## config.mk

```make
export PLATFORM = sky130hd
export DESIGN_NAME = AguTop
export DESIGN_NICKNAME = d
export VERILOG_FILES = /design/src/design/AguPkg.sv /design/src/design/MemOpDecode.sv /design/src/design/DataTlb.sv /design/src/design/TlbMissQueue.sv /design/src/design/AddrGenUnit.sv /design/src/design/AguTop.sv
export SDC_FILE = /design/constraint.sdc
export NUM_CORES = 1
export LEC_CHECK = 0
export ABC_AREA = 1
export ABC_CLOCK_PERIOD_IN_PS = 12100
export BUFFER_PORTS_ARGS = -buffer_cell sky130_fd_sc_hd__buf_2
export CELL_PAD_IN_SITES_DETAIL_PLACEMENT = 1
export CELL_PAD_IN_SITES_GLOBAL_PLACEMENT = 2
export CORE_MARGIN = 5
export CORE_UTILIZATION = 35
export DETAILED_ROUTE_END_ITERATION = 8
export GPL_TIMING_DRIVEN = 0
export PLACE_DENSITY = 0.76
export SYNTH_ARGS = -nofsm -noshare
export SYNTH_HDL_FRONTEND = slang
export SYNTH_SLANG_ARGS = --single-unit
```

## constraint.sdc

```tcl
create_clock -name clk -period 12.1 [get_ports clk]
set_input_delay 0.605 -clock clk [delete_from_list [all_inputs] [get_ports clk]]
set_output_delay 0.605 -clock clk [all_outputs]
set_load 0.05 [all_outputs]
```

## src/design/AguPkg.sv

```systemverilog
`default_nettype none

package AguPkg;

    typedef enum logic [3:0] {
        LB  = 4'd0,
        LH  = 4'd1,
        LW  = 4'd2,
        LBU = 4'd3,
        LHU = 4'd4,
        SB  = 4'd5,
        SH  = 4'd6,
        SW  = 4'd7
    } MemOpcode;

    typedef logic [5:0] SeqNum;

    typedef enum logic [1:0] {
        NONE         = 2'd0,
        MISALIGN     = 2'd1,
        PAGE_FAULT   = 2'd2,
        ACCESS_FAULT = 2'd3
    } AguException;

    typedef enum logic {
        PRIV_USER       = 1'b0,
        PRIV_SUPERVISOR = 1'b1
    } PrivMode;

    typedef struct packed {
        logic        valid;
        MemOpcode    opcode;
        logic [31:0] srcA;
        logic [31:0] srcB;
        logic [5:0]  tagDst;
        SeqNum       sqN;
    } IssueUop;

    typedef struct packed {
        logic        valid;
        logic [31:0] addr;
        logic [5:0]  tagDst;
        SeqNum       sqN;
        logic [1:0]  size;
        logic        signExtend;
        logic        isLoad;
        logic        isStore;
        logic [3:0]  wmask;
        AguException exception;
    } AguUop;

    // Taken flush discards every op younger than sqN
    typedef struct packed {
        logic  taken;
        SeqNum sqN;
    } BranchFlush;

    typedef struct packed {
        logic    sv32en;
        PrivMode priv;
        logic    sum;
    } VmemState;

    typedef struct packed {
        logic        valid;
        logic [19:0] vpn;
    } TlbLookup;

    typedef struct packed {
        logic        hit;
        logic [19:0] ppn;
        logic [2:0]  rwx;
        logic        user;
        logic        pageFault;
    } TlbEntry;

    typedef struct packed {
        logic        valid;
        logic [31:0] addr;
    } PageWalkReq;

    typedef struct packed {
        logic        busy;
        logic [1:0]  rqId;
        logic        valid;
        logic [19:0] vpn;
        logic [19:0] ppn;
        logic [2:0]  rwx;
        logic        user;
        logic        pageFault;
    } PageWalkRes;

    typedef struct packed {
        logic        valid;
        SeqNum       sqN;
        logic [31:0] tval;
    } TvalReport;

    // Wrap-around age test, true when sqN is younger than branchSqN
    function automatic logic isYounger(SeqNum sqN, SeqNum branchSqN);
        return $signed(sqN - branchSqN) > 0;
    endfunction

    function automatic logic isLegalAddr(logic [31:0] addr);
        return (addr < 32'h1000_0000) || (addr[31:12] == 20'h20000);
    endfunction

endpackage

`default_nettype wire

```

## src/design/MemOpDecode.sv

```systemverilog
`timescale 1ns/1ps
`default_nettype none

module MemOpDecode (
    input  wire AguPkg::IssueUop uopIn,
    input  wire [31:0]           addr,
    output AguPkg::AguUop        decoded
);

    always_comb begin
        decoded = '0;
        decoded.valid = uopIn.valid;
        decoded.addr = addr;
        decoded.tagDst = uopIn.tagDst;
        decoded.sqN = uopIn.sqN;
        decoded.exception = AguPkg::NONE;

        case (uopIn.opcode)
            AguPkg::LB: begin
                decoded.size = 2'd0;
                decoded.signExtend = 1'b1;
                decoded.isLoad = 1'b1;
            end
            AguPkg::LH: begin
                decoded.size = 2'd1;
                decoded.signExtend = 1'b1;
                decoded.isLoad = 1'b1;
            end
            AguPkg::LW: begin
                decoded.size = 2'd2;
                decoded.isLoad = 1'b1;
            end
            AguPkg::LBU: begin
                decoded.size = 2'd0;
                decoded.isLoad = 1'b1;
            end
            AguPkg::LHU: begin
                decoded.size = 2'd1;
                decoded.isLoad = 1'b1;
            end
            // Store lanes follow the low address bits
            AguPkg::SB: begin
                decoded.size = 2'd0;
                decoded.isStore = 1'b1;
                decoded.wmask = 4'b0001 << addr[1:0];
            end
            AguPkg::SH: begin
                decoded.size = 2'd1;
                decoded.isStore = 1'b1;
                decoded.wmask = addr[1] ? 4'b1100 : 4'b0011;
            end
            AguPkg::SW: begin
                decoded.size = 2'd2;
                decoded.isStore = 1'b1;
                decoded.wmask = 4'b1111;
            end
            default: begin
                decoded.size = 2'd0;
            end
        endcase
    end

endmodule

`default_nettype wire

```

## src/design/DataTlb.sv

```systemverilog
`timescale 1ns/1ps
`default_nettype none

module DataTlb #(
    parameter int entries = 4
) (
    input  wire                     clk,
    input  wire                     rst,
    input  wire AguPkg::TlbLookup   lookup,
    output AguPkg::TlbEntry         result,
    input  wire AguPkg::PageWalkRes pwRes
);

    localparam int idxW = $clog2(entries);

    logic [entries-1:0] valid;
    logic [19:0]        vpn [entries];
    AguPkg::TlbEntry    data [entries];
    logic [idxW-1:0]    ptr;
    logic               dupVpn;

    always_comb begin
        result = '0;
        for (int i = 0; i < entries; i++) begin
            if (lookup.valid && valid[i] && vpn[i] == lookup.vpn)
                result = data[i];
        end
    end

    // Refill overwrites the round-robin victim
    always_ff @(posedge clk) begin
        if (rst) begin
            valid <= '0;
            ptr <= '0;
        end else if (pwRes.valid) begin
            valid[ptr] <= 1'b1;
            vpn[ptr] <= pwRes.vpn;
            data[ptr] <= '{hit: 1'b1, ppn: pwRes.ppn, rwx: pwRes.rwx,
                           user: pwRes.user, pageFault: pwRes.pageFault};
            ptr <= (ptr == idxW'(entries - 1)) ? '0 : ptr + 1'b1;
        end
    end

    always_comb begin
        dupVpn = 1'b0;
        for (int i = 0; i < entries; i++) begin
            for (int j = i + 1; j < entries; j++) begin
                if (valid[i] && valid[j] && vpn[i] == vpn[j])
                    dupVpn = 1'b1;
            end
        end
    end

    // Only one walk per page may be in flight
    assert property (@(posedge clk) disable iff (rst) !dupVpn);

endmodule

`default_nettype wire

```

## src/design/TlbMissQueue.sv

```systemverilog
`timescale 1ns/1ps
`default_nettype none

module TlbMissQueue #(
    parameter int depth = 4
) (
    input  wire                        clk,
    input  wire                        rst,
    input  wire                        enqueue,
    input  wire AguPkg::AguUop         uopIn,
    input  wire                        dequeue,
    output AguPkg::AguUop              head,
    output logic [$clog2(depth):0]     free,
    input  wire AguPkg::BranchFlush    branch,
    input  wire AguPkg::PageWalkRes    pwRes
);

    localparam int idxW = $clog2(depth);

    AguPkg::AguUop    mem [depth];
    logic [depth-1:0] used;
    logic [depth-1:0] ready;
    logic [idxW-1:0]  headIdx;
    logic [idxW-1:0]  freeIdx;
    logic             headFound;

    always_comb begin
        headFound = 1'b0;
        headIdx = '0;
        freeIdx = '0;
        free = '0;
        for (int i = depth - 1; i >= 0; i--) begin
            if (!used[i]) begin
                freeIdx = idxW'(i);
                free = free + 1'b1;
            end
        end
        // Oldest ready slot by sequence number
        for (int i = 0; i < depth; i++) begin
            if (used[i] && ready[i] &&
                (!headFound || AguPkg::isYounger(mem[headIdx].sqN, mem[i].sqN))) begin
                headFound = 1'b1;
                headIdx = idxW'(i);
            end
        end
        head = mem[headIdx];
        head.valid = headFound;
    end

    always_ff @(posedge clk) begin
        if (rst) begin
            used <= '0;
        end else begin
            for (int i = 0; i < depth; i++) begin
                // Other pages replay too, miss again and start their own walk
                if (pwRes.valid)
                    ready[i] <= 1'b1;
                if (branch.taken && AguPkg::isYounger(mem[i].sqN, branch.sqN))
                    used[i] <= 1'b0;
            end
            // Replayed head that missed again stays parked in its slot
            if (dequeue && enqueue) begin
                ready[headIdx] <= pwRes.valid;
            end else begin
                if (dequeue)
                    used[headIdx] <= 1'b0;
                if (enqueue) begin
                    used[freeIdx] <= 1'b1;
                    ready[freeIdx] <= pwRes.valid;
                    mem[freeIdx] <= uopIn;
                end
            end
        end
    end

    assert property (@(posedge clk) disable iff (rst) enqueue && free == 0 |-> dequeue);
    assert property (@(posedge clk) disable iff (rst) dequeue |-> head.valid);

endmodule

`default_nettype wire

```

## src/design/AddrGenUnit.sv

```systemverilog
`timescale 1ns/1ps
`default_nettype none

module AddrGenUnit #(
    parameter int         tmqDepth = 4,
    parameter logic [1:0] rqId = 2'd1
) (
    input  wire                          clk,
    input  wire                          rst,
    input  wire AguPkg::IssueUop         uopIn,
    input  wire AguPkg::AguUop           decoded,
    output logic [31:0]                  addr,
    output AguPkg::TlbLookup             tlbLookup,
    input  wire AguPkg::TlbEntry         tlbResult,
    input  wire AguPkg::AguUop           tmqHead,
    input  wire [$clog2(tmqDepth):0]     tmqFree,
    output logic                         tmqEnqueue,
    output logic                         tmqDequeue,
    input  wire AguPkg::BranchFlush      branch,
    input  wire AguPkg::VmemState        vmem,
    output AguPkg::PageWalkReq           pwReq,
    input  wire AguPkg::PageWalkRes      pwRes,
    output AguPkg::AguUop                aguOut,
    output AguPkg::TvalReport            tval,
    output logic                         stall
);

    AguPkg::AguUop      issUop;
    AguPkg::AguException except;
    logic               fromQueue;
    logic               flushed;
    logic               misaligned;
    logic               permFault;
    logic               tlbMiss;
    logic [31:0]        phyAddr;
    logic               walkActive;
    logic               walkAccepted;

    assign addr = uopIn.srcA + uopIn.srcB;
    assign stall = (tmqFree == 0);

    // Incoming op wins, parked ops fill idle cycles
    always_comb begin
        issUop = tmqHead;
        fromQueue = tmqHead.valid;
        if (decoded.valid && !stall) begin
            issUop = decoded;
            fromQueue = 1'b0;
        end
    end

    assign flushed = branch.taken && AguPkg::isYounger(issUop.sqN, branch.sqN);
    assign tlbLookup = '{valid: vmem.sv32en && issUop.valid, vpn: issUop.addr[31:12]};
    assign phyAddr = vmem.sv32en ? {tlbResult.ppn, issUop.addr[11:0]} : issUop.addr;

    always_comb begin
        misaligned = (issUop.size == 2'd1 && issUop.addr[0]) ||
                     (issUop.size == 2'd2 && issUop.addr[1:0] != 2'b00);
        permFault = (issUop.isLoad && !tlbResult.rwx[2]) ||
                    (issUop.isStore && !tlbResult.rwx[1]) ||
                    (vmem.priv == AguPkg::PRIV_USER && !tlbResult.user) ||
                    (vmem.priv == AguPkg::PRIV_SUPERVISOR && tlbResult.user && !vmem.sum);
        except = AguPkg::NONE;
        if (misaligned)
            except = AguPkg::MISALIGN;
        else if (vmem.sv32en && tlbResult.hit && (tlbResult.pageFault || permFault))
            except = AguPkg::PAGE_FAULT;
        else if (!(vmem.sv32en && !tlbResult.hit) && !AguPkg::isLegalAddr(phyAddr))
            except = AguPkg::ACCESS_FAULT;
    end

    // Faulting ops skip the walk and report right away
    assign tlbMiss = issUop.valid && vmem.sv32en && !tlbResult.hit && except == AguPkg::NONE;
    assign tmqEnqueue = tlbMiss && !flushed;
    assign tmqDequeue = fromQueue;

    always_ff @(posedge clk) begin
        if (rst) begin
            aguOut.valid <= 1'b0;
            tval.valid <= 1'b0;
            pwReq.valid <= 1'b0;
            walkActive <= 1'b0;
            walkAccepted <= 1'b0;
        end else begin
            aguOut.valid <= 1'b0;
            tval.valid <= 1'b0;
            if (issUop.valid && !flushed && !tlbMiss) begin
                aguOut <= issUop;
                aguOut.addr <= phyAddr;
                aguOut.exception <= except;
                tval <= '{valid: except != AguPkg::NONE, sqN: issUop.sqN, tval: issUop.addr};
            end

            // Request held until the walker grants our id
            if (walkActive) begin
                if (!walkAccepted) begin
                    if (pwRes.busy && pwRes.rqId == rqId) begin
                        walkAccepted <= 1'b1;
                        pwReq.valid <= 1'b0;
                    end
                end else if (pwRes.valid) begin
                    walkActive <= 1'b0;
                    walkAccepted <= 1'b0;
                end
            end else if (tmqEnqueue) begin
                walkActive <= 1'b1;
                walkAccepted <= 1'b0;
                pwReq <= '{valid: 1'b1, addr: issUop.addr};
            end
        end
    end

endmodule

`default_nettype wire

```

## src/design/AguTop.sv

```systemverilog
`timescale 1ns/1ps
`default_nettype none

module AguTop #(
    parameter int         tmqDepth = 4,
    parameter int         tlbEntries = 4,
    parameter logic [1:0] rqId = 2'd1
) (
    input  wire                     clk,
    input  wire                     rst,
    input  wire AguPkg::IssueUop    uopIn,
    input  wire AguPkg::BranchFlush branch,
    input  wire AguPkg::VmemState   vmem,
    input  wire AguPkg::PageWalkRes pwRes,
    output AguPkg::AguUop           aguOut,
    output AguPkg::TvalReport       tval,
    output AguPkg::PageWalkReq      pwReq,
    output logic                    stall
);

    AguPkg::AguUop          decoded;
    AguPkg::AguUop          tmqHead;
    AguPkg::TlbLookup       tlbLookup;
    AguPkg::TlbEntry        tlbResult;
    logic [31:0]            vaddr;
    logic [$clog2(tmqDepth):0] tmqFree;
    logic                   tmqEnqueue;
    logic                   tmqDequeue;

    MemOpDecode decodeInst (
        .uopIn(uopIn),
        .addr(vaddr),
        .decoded(decoded)
    );

    DataTlb #(.entries(tlbEntries)) tlbInst (
        .clk(clk),
        .rst(rst),
        .lookup(tlbLookup),
        .result(tlbResult),
        .pwRes(pwRes)
    );

    TlbMissQueue #(.depth(tmqDepth)) tmqInst (
        .clk(clk),
        .rst(rst),
        .enqueue(tmqEnqueue),
        .uopIn(decoded),
        .dequeue(tmqDequeue),
        .head(tmqHead),
        .free(tmqFree),
        .branch(branch),
        .pwRes(pwRes)
    );

    AddrGenUnit #(.tmqDepth(tmqDepth), .rqId(rqId)) agUnitInst (
        .clk(clk),
        .rst(rst),
        .uopIn(uopIn),
        .decoded(decoded),
        .addr(vaddr),
        .tlbLookup(tlbLookup),
        .tlbResult(tlbResult),
        .tmqHead(tmqHead),
        .tmqFree(tmqFree),
        .tmqEnqueue(tmqEnqueue),
        .tmqDequeue(tmqDequeue),
        .branch(branch),
        .vmem(vmem),
        .pwReq(pwReq),
        .pwRes(pwRes),
        .aguOut(aguOut),
        .tval(tval),
        .stall(stall)
    );

endmodule

`default_nettype wire

```

==> flow_summary_export.csv, run 1 <==
group,metric,value,unit
worst_setup_path,critPathArrivalTime,11.30,ns
synthesis,ys_seq_elements,514,
worst_hold_path,hold_end,"tlbInst.data[3][6]$_DFFE_PP_",
layout,fin_util,42.27,%
floorplan,rows,98,
worst_setup_path,crit_fanout,14,
synthesis,ys_warn_count,0,
power,p_seq_share,46.2,%
floorplan,die_area,78040,µm²
route,wl,84330,µm
floorplan,die_y,279.4,µm
clock_tree,cts_tree,"built",
synthesis,ys_top_cells_by_area,"edfxtp_1 59%, nand2_1 8.3%, nor2_1 4.1%, inv_1 3.9%, ha_1 3.9%",
sta,rsz0062_at_grt,"false",
sta,tightest_slew,1.031,ns
sta,max_freq,91.09,MHz
worst_hold_path,hp-start,"pwRes[6]",
worst_setup_path,reg2reg_from,"tmqInst.mem[1][9]$_DFFE_PP_",
synthesis,synth_fp_nets,2713,
floorplan,initial_utilization,35.40,%
clock_tree,cts_max_level,2,
power,switching_share,27.33,%
outcome,run_status,"complete, no violations",
synthesis,ys_types,54,
synthesis,syn_area,25400,µm²
sta,fin_skew,0.03546,ns
grt,grt_overflow,0,
power,ir_drop,0.1019,mV
grt,antenna_found_initial,12,
layout,final_cells,3844,
route,wire_per_inst,21.94,µm
power,total_power,4.436,mW
worst_setup_path,reg2reg_depth,59,
synthesis,synthCells,2483,
synthesis,netlist.top_cell.by_area,"edfxtp_1",
clock_tree,cts_made_buffers,57,
placement,dp_cells,3722,
synthesis,ys_seq_area_share,60.19,%
sta,tns,0,ns
worst_setup_path,r2r-end,"tmqInst.mem[1][44]$_DFFE_PP_",
sta,holdWs,0.1873,ns
route,drt-initial-drc-count,1294,
synthesis,synth_enable_flop_cells,499,
worst_setup_path,worstSetupStartpointType,"flop",
layout,nets,3065,
clock_tree,hold_buffers,0,
sta,period_minus_slack,10.98,ns
route,avgViaCountPerCell,5.108,
floorplan,ios,271,
route,antenna_left,0,
power,combinationalPowerShare,13.9,%
sta,min_period_over_period,90.73,%
power,pwr-share-clk,39.9,%
placement,hpwl,64310,µm
grt,grt_pass1_wl,125200,µm
power,p_switching,1.213,mW
sta,setup_violations,0,
worst_setup_path,r2r_setup_slack,1.12,ns
worst_setup_path,critPathMostFrequentCell,"nand2_1",
clock_tree,cts.clk_slew.worst_paths,0.06,ns
worst_hold_path,hold_path_depth,1,
clock_tree,clkLatencyLatePin,0.64,ns
clock_tree,root_buffer,"clkbuf_16",
worst_hold_path,hp-class,"primary input to flop",
worst_setup_path,critPathCaptureType,"flop",
grt,grt_pass1_vias,20510,
layout,area_delta_synth_final,19.40,%
worst_setup_path,required,12.42,ns
power,cellPowerDensity,146.3,nW/µm²
power,p_leak,12.56,nW
worst_setup_path,crit_slowest_cell,"edfxtp_1",
route,vias,19640,
sta,max_slew_margin,30.55,%
sta,finalHoldViolations,0,
sta,maxSlewViolCount,0,
synthesis,synth_top_area_share,59.00,%
power,intPower,3.224,mW
placement,numPortBuffers,267,
synthesis,synthArstFlopShare,0,%
floorplan,die_x,279.4,µm
worst_setup_path,cp_slowest_stage_delay,0.45,ns
worst_setup_path,startpoint,"tmqInst.mem[1][9]$_DFFE_PP_",
synthesis,ys.flop_type,"edfxtp_1",
clock_tree,clock_sinks,514,
placement,place_congestion,0.8705,
route,drc_errors,0,
worst_setup_path,worstSetupPathType,"flop to flop",
grt,grt_max_degree,54,
route,first_pass_iters,5,
flow_run,cap_violations,0,
floorplan,core,71730,µm²
layout,drive_above_1_share,18.25,%
grt,grt_usage,20.84,%
clock_tree,clockBufferDepth,3,
synthesis,postSynthAreaPerCell,10.23,µm²
-- cell type report --
type,instances,area (µm²)
Fill cell,8055,41410
Timing Repair Buffer,294,1737
Clock inverter,39,407.9
Sequential cell,514,15280
Buffer,70,437.9
Clock buffer,67,1485
Tap cell,950,1189
Antenna cell,12,30.03
Multi-Input combinational cell,1601,8631
Inverter,297,1120
-- kinds of logic after synthesis --
logic type,count (synthesis),share of synthesized area (%)
and+or+nand+nor,1169,20.27
DFF,514,60.19
buffers and inverters,368,6.119
AOI/OAI and AO/OA,283,6.720
adders and majority gates,88,4.602
xor gates and xnor gates,61,2.104
-- critical path: cells and delay by family, from the launching register on --
kind | cells | cell delay [ns]
xor+xnor | 2 | 0.41
buf+inv | 10 | 1.81
compound gates | 6 | 1.19
fa+ha+maj | 5 | 1.71
simple gates | 36 | 5.08
flops | 1 | 0.45
-- how the worst max path moves through the flow --
stage	to	slack (ns)	cells past startpoint
2_1_floorplan	tmqInst.mem[1][0]$_DFFE_PP_	0.67	56
3_3_place_gp	tmqInst.mem[2][29]$_DFFE_PP_	-5.34	57
3_5_place_dp	tmqInst.mem[1][17]$_DFFE_PP_	0.40	60
4_1_cts	tmqInst.mem[1][44]$_DFFE_PP_	0.32	60
5_1_grt	tmqInst.mem[1][44]$_DFFE_PP_	0.28	61
6_report	tmqInst.mem[1][44]$_DFFE_PP_	1.12	59
-- Yosys cell counts (5+ instances only) --
cell / number
nand2_1: 560
edfxtp_1: 499
nor2_1: 280
inv_1: 267
nand3_1: 139
ha_1: 79
a21oi_1: 77
o21ai_0: 65
nand4_1: 46
nand3b_1: 38
xor2_1: 38
nand2_2: 35
a31oi_1: 31
o21ai_1: 28
a221oi_1: 27
inv_2: 24
xnor2_1: 23
clkbuf_1: 21
buf_4: 20
or2_1: 17
dfxtp_1: 15
nor3_1: 14
buf_2: 11
buf_1: 9
buf_6: 9
fa_1: 9
nand2_4: 9
o22ai_1: 9
a211oi_1: 8
clkinv_1: 6
nor2_2: 6
or2_2: 6
and2_1: 5
o2111ai_1: 5
o221ai_1: 5
-- flip-flops by register name (all words and copies together), names as in the netlist --
register and cells:
agUnitInst.walkActive 1, tlbInst.vpn 80, agUnitInst.pwReq 33, tlbInst.data 96
tmqInst.ready 4, tmqInst.mem 212, tlbInst.valid 4, tlbInst.ptr 2
agUnitInst.aguOut 50, tmqInst.used 4, agUnitInst.tval 27, agUnitInst.walkAccepted 1
-- power by group through the flow --
stage / logic (mW) / clock network (mW) / registers (mW)
after floorplan: 0.310 / 0 / 2.16
after global placement: 0.591 / 0 / 2.09
after detailed placement: 0.616 / 0 / 2.09
after CTS: 0.619 / 1.81 / 2.05
after global routing: 0.669 / 1.88 / 2.05
final: 0.617 / 1.77 / 2.05
-- placed cells by master, fill, tap and decap left out, types with 7 or more instances in the layout --
master	synthesis	final
o22ai_1	9	9
buf_1	9	9
or2_1	17	17
a211oi_1	8	8
buf_2	11	278
clkinvlp_4	0	8
buf_6	9	21
fa_1	9	9
o21ai_1	28	28
dfxtp_1	15	15
nand2_4	9	11
xnor2_1	23	23
o21ai_0	65	65
nor2_4	1	7
clkbuf_1	21	27
ha_1	79	79
a221oi_1	27	27
xor2_1	38	38
nor2_1	280	274
a31oi_1	31	31
nand3b_1	38	38
nor3_1	14	12
a21oi_1	77	77
buf_12	1	10
nand3_1	139	139
clkbuf_16	0	58
bufinv_16	0	7
nand2_2	35	34
clkinv_2	0	11
inv_1	267	265
inv_2	24	25
diode_2	0	12
edfxtp_1	499	499
nand2_1	560	559
nand4_1	46	46
clkinv_1	6	16
buf_4	20	24
-- routing by layer --
metal	global-route usage, %	routed length, µm	share of wire [%]	vias up
li1	-	-	-	9201
met1	27.91	36790	44	9869
met2	36.09	41700	49	460
met3	2.834	4131	4.9	103
met4	5.046	1668	2.0	4
met5	0	33	0.039	-
-- stage by stage --
stage | cell area, µm² | setup slack, ns
finish | 30320 | 1.121
global route | 30310 | 0.2840
CTS | 30220 | 0.3215
detailed placement | 28330 | 0.4045
global placement | 27920 | -5.341
floorplan | 25400 | 0.6690
-- repair_timing --
item                                    in CTS  in global routing
endpoints found under the setup margin       0                221
gates resized for setup                      0                  9
buffers inserted                             0                  5
(Power assumes the default switching activity.)
==> inputs of run 2 (changes only) <==
GPL_TIMING_DRIVEN = default   (was 0)
==> run 2 against run 1 <==
Against the previous run:
- critical path depth grew 1
- flip-flop and latch count is the same
- sequential power is essentially flat
- core utilization shrank 0.61 points
- power grew 1.1%
- count of clock-buffer cells in the layout grew 1
- via count shrank 2.0%
- cell count shrank 1.7%
- combinational power shrank 3%
==> flow_summary_export.csv, run 2 (synthesis gave the netlist of run 1 again) <==
group,metric,value,unit
outcome,run_status,"complete, no violations",
clock_tree,clock_sinks,514,
route,wire_per_inst,21.76,µm
worst_setup_path,worstSetupStartpointType,"flop",
sta,fin_skew,0.03595,ns
grt,grt.busiest_layer,"met2",
clock_tree,hold_buffers,0,
worst_setup_path,worstSetupPathType,"flop to flop",
worst_setup_path,crit_fanout,29,
power,p_seq_share,45.7,%
layout,largest_reg_flops,212,
power,p_leak,12.36,nW
sta,worst_slack,1.084,ns
placement,dp_slack,1.098,ns
floorplan,die_y,279.4,µm
sta,period_minus_slack,11.02,ns
route,vias,19240,
sta,max_freq,90.78,MHz
route,first_pass_iters,5,
route,drc_errors,0,
sta,rsz0062_at_grt,"false",
clock_tree,root_buffer,"clkbuf_16",
floorplan,die_x,279.4,µm
sta,tightest_slew,1.116,ns
sta,min_period_over_period,91.04,%
power,p_switching,1.196,mW
worst_setup_path,crit_slowest_cell,"nor2_2",
clock_tree,clockBufferDepth,3,
clock_tree,cts.clk_slew.worst_paths,0.07,ns
clock_tree,cts_made_buffers,57,
clock_tree,cts_max_level,2,
worst_setup_path,critPathCaptureType,"flop",
route,avgViaCountPerCell,5.095,
grt,grt_max_degree,54,
worst_setup_path,critPathMostFrequentCell,"nand2_1",
route,wl,82170,µm
floorplan,rows,98,
sta,tns,0,ns
worst_hold_path,hp-class,"primary input to flop",
grt,grt_usage,20.39,%
worst_setup_path,r2r_setup_slack,1.08,ns
worst_setup_path,timing.critical_path.to,"tmqInst.mem[3][31]$_DFFE_PP_",
layout,reg.largest.list,"tmqInst.mem: 212 flops, tlbInst.data: 96 flops, tlbInst.vpn: 80 flops",
power,intPower,3.289,mW
power,pwr-share-clk,41.0,%
worst_setup_path,r2r-end,"tmqInst.mem[3][31]$_DFFE_PP_",
route,antenna_left,0,
route,drt-initial-drc-count,1249,
layout,final_common_cell,"nand2_1",
worst_setup_path,required,12.39,ns
floorplan,ios,271,
grt,globalRouteMet3Util,2.700,%
sta,finalHoldViolations,0,
layout,drive_above_1_share,17.32,%
floorplan,core,71730,µm²
grt,use_met2,36.04,%
grt,grt_pass1_wl,123000,µm
placement,hpwl,59830,µm
flow_run,cap_violations,0,
power,switching_share,26.66,%
worst_setup_path,reg2reg_depth,60,
power,ir_drop,0.1233,mV
worst_setup_path,reg2reg_from,"tmqInst.mem[0][9]$_DFFE_PP_",
worst_setup_path,critPathArrivalTime,11.31,ns
worst_setup_path,startpoint,"tmqInst.mem[0][9]$_DFFE_PP_",
layout,nets,3001,
floorplan,die_area,78040,µm²
sta,maxSlewViolCount,0,
power,cellPowerDensity,150.1,nW/µm²
worst_setup_path,cp_slowest_stage_delay,0.62,ns
power,combinationalPowerShare,13.4,%
placement,numPortBuffers,269,
layout,fillers,8112,
clock_tree,cts_tree,"built",
grt,grt_pass1_vias,20540,
layout,top_register,"tmqInst.mem",
grt,antenna_found_initial,10,
sta,max_slew_margin,25.57,%
grt,use_met1,26.37,%
clock_tree,clkLatencyLatePin,0.63,ns
grt,grt_overflow,0,
placement,place_congestion,0.8646,
sta,setup_violations,0,
floorplan,initial_utilization,35.40,%
layout,area_delta_synth_final,17.67,%
layout,layout_common_cells,"559 x nand2_1, 499 x edfxtp_1, 274 x nor2_1, 269 x buf_2, 264 x inv_1",
==> run 2: cell count changes in the layout (fill, tap and decap cells not counted), sizes merged <==
| cell | previous run | this run |
|---|---|---|
| buf | 344 | 300 |
| clkbuf | 87 | 68 |
| bufinv | 7 | 11 |
| clkinvlp | 8 | 4 |
| diode | 12 | 9 |
| clkinv | 29 | 27 |
| inv | 292 | 293 |
==> run 2: final cells by class <==
class	count	area (µm²)	area share, %
Sequential cell	514	15280	51.15
Multi-Input combinational cell	1601	8622	28.85
Timing Repair Buffer	300	1692	5.661
Clock buffer	68	1478	4.945
Tap cell	950	1189	3.978
Inverter	297	1116	3.735
Clock inverter	38	480.5	1.608
Antenna cell	9	22.52	0.07536
==> run 2: worst max-delay path, delay by kind of cell (launching register included) <==
kind / cells / cell delay (ns)
xor+xnor: 3 / 0.55
fa+ha+maj: 5 / 1.61
compound gates: 6 / 1.18
buf+inv: 9 / 1.77
flops: 1 / 0.38
simple gates: 37 / 5.13
==> run 2: power by group through the flow <==
stage / clock, mW / combinational [mW] / sequential, mW
2_1_floorplan: 0 / 0.310 / 2.16
3_3_place_gp: 0 / 0.585 / 2.08
3_5_place_dp: 0 / 0.602 / 2.09
4_1_cts: 1.87 / 0.605 / 2.05
5_1_grt: 1.95 / 0.653 / 2.05
6_report: 1.84 / 0.599 / 2.05
==> run 2: timing repair <==
item / CTS / global route
buffers inserted: 0 / 0
setup endpoints to repair: 0 / 5
resized for setup: 0 / 1
==> run 2: stage by stage <==
step / area [µm²] / std cells / util [%] / hold WS, ns / total power, mW
floorplan: 25400 / 2483 / - / 0.4596 / 2.468
global placement: 27900 / 3662 / 38.89 / 0.4798 / 2.669
detailed placement: 27900 / 3662 / 38.89 / 0.4889 / 2.689
CTS: 29850 / 3768 / 41.62 / 0.1499 / 4.528
global route: 29880 / 3776 / 41.66 / 0.1687 / 4.657
finish: 29880 / 3777 / 41.66 / 0.1912 / 4.485
==> run 2: how the worst min path moves through the flow <==
stage / startpoint / slack (ns) / cells after the start / to
2_1_floorplan: tlbInst.valid[2]$_SDFFE_PP0P_ / 0.46 / 2 / tlbInst.valid[2]$_SDFFE_PP0P_
3_3_place_gp: agUnitInst.walkActive$_SDFF_PP0_ / 0.48 / 2 / agUnitInst.walkActive$_SDFF_PP0_
3_5_place_dp: tlbInst.valid[3]$_SDFFE_PP0P_ / 0.49 / 2 / tlbInst.valid[3]$_SDFFE_PP0P_
4_1_cts: pwRes[8] / 0.15 / 1 / tlbInst.data[0][8]$_DFFE_PP_
5_1_grt: pwRes[8] / 0.17 / 1 / tlbInst.data[0][8]$_DFFE_PP_
6_report: pwRes[8] / 0.19 / 1 / tlbInst.data[0][8]$_DFFE_PP_
==> run 2: per-layer routing <==
metal / share of wire (%) / wire length, µm
met3: 4.1 / 3398
met5: 0 / 0
met2: 51 / 41620
met4: 2.0 / 1648
met1: 43 / 35510
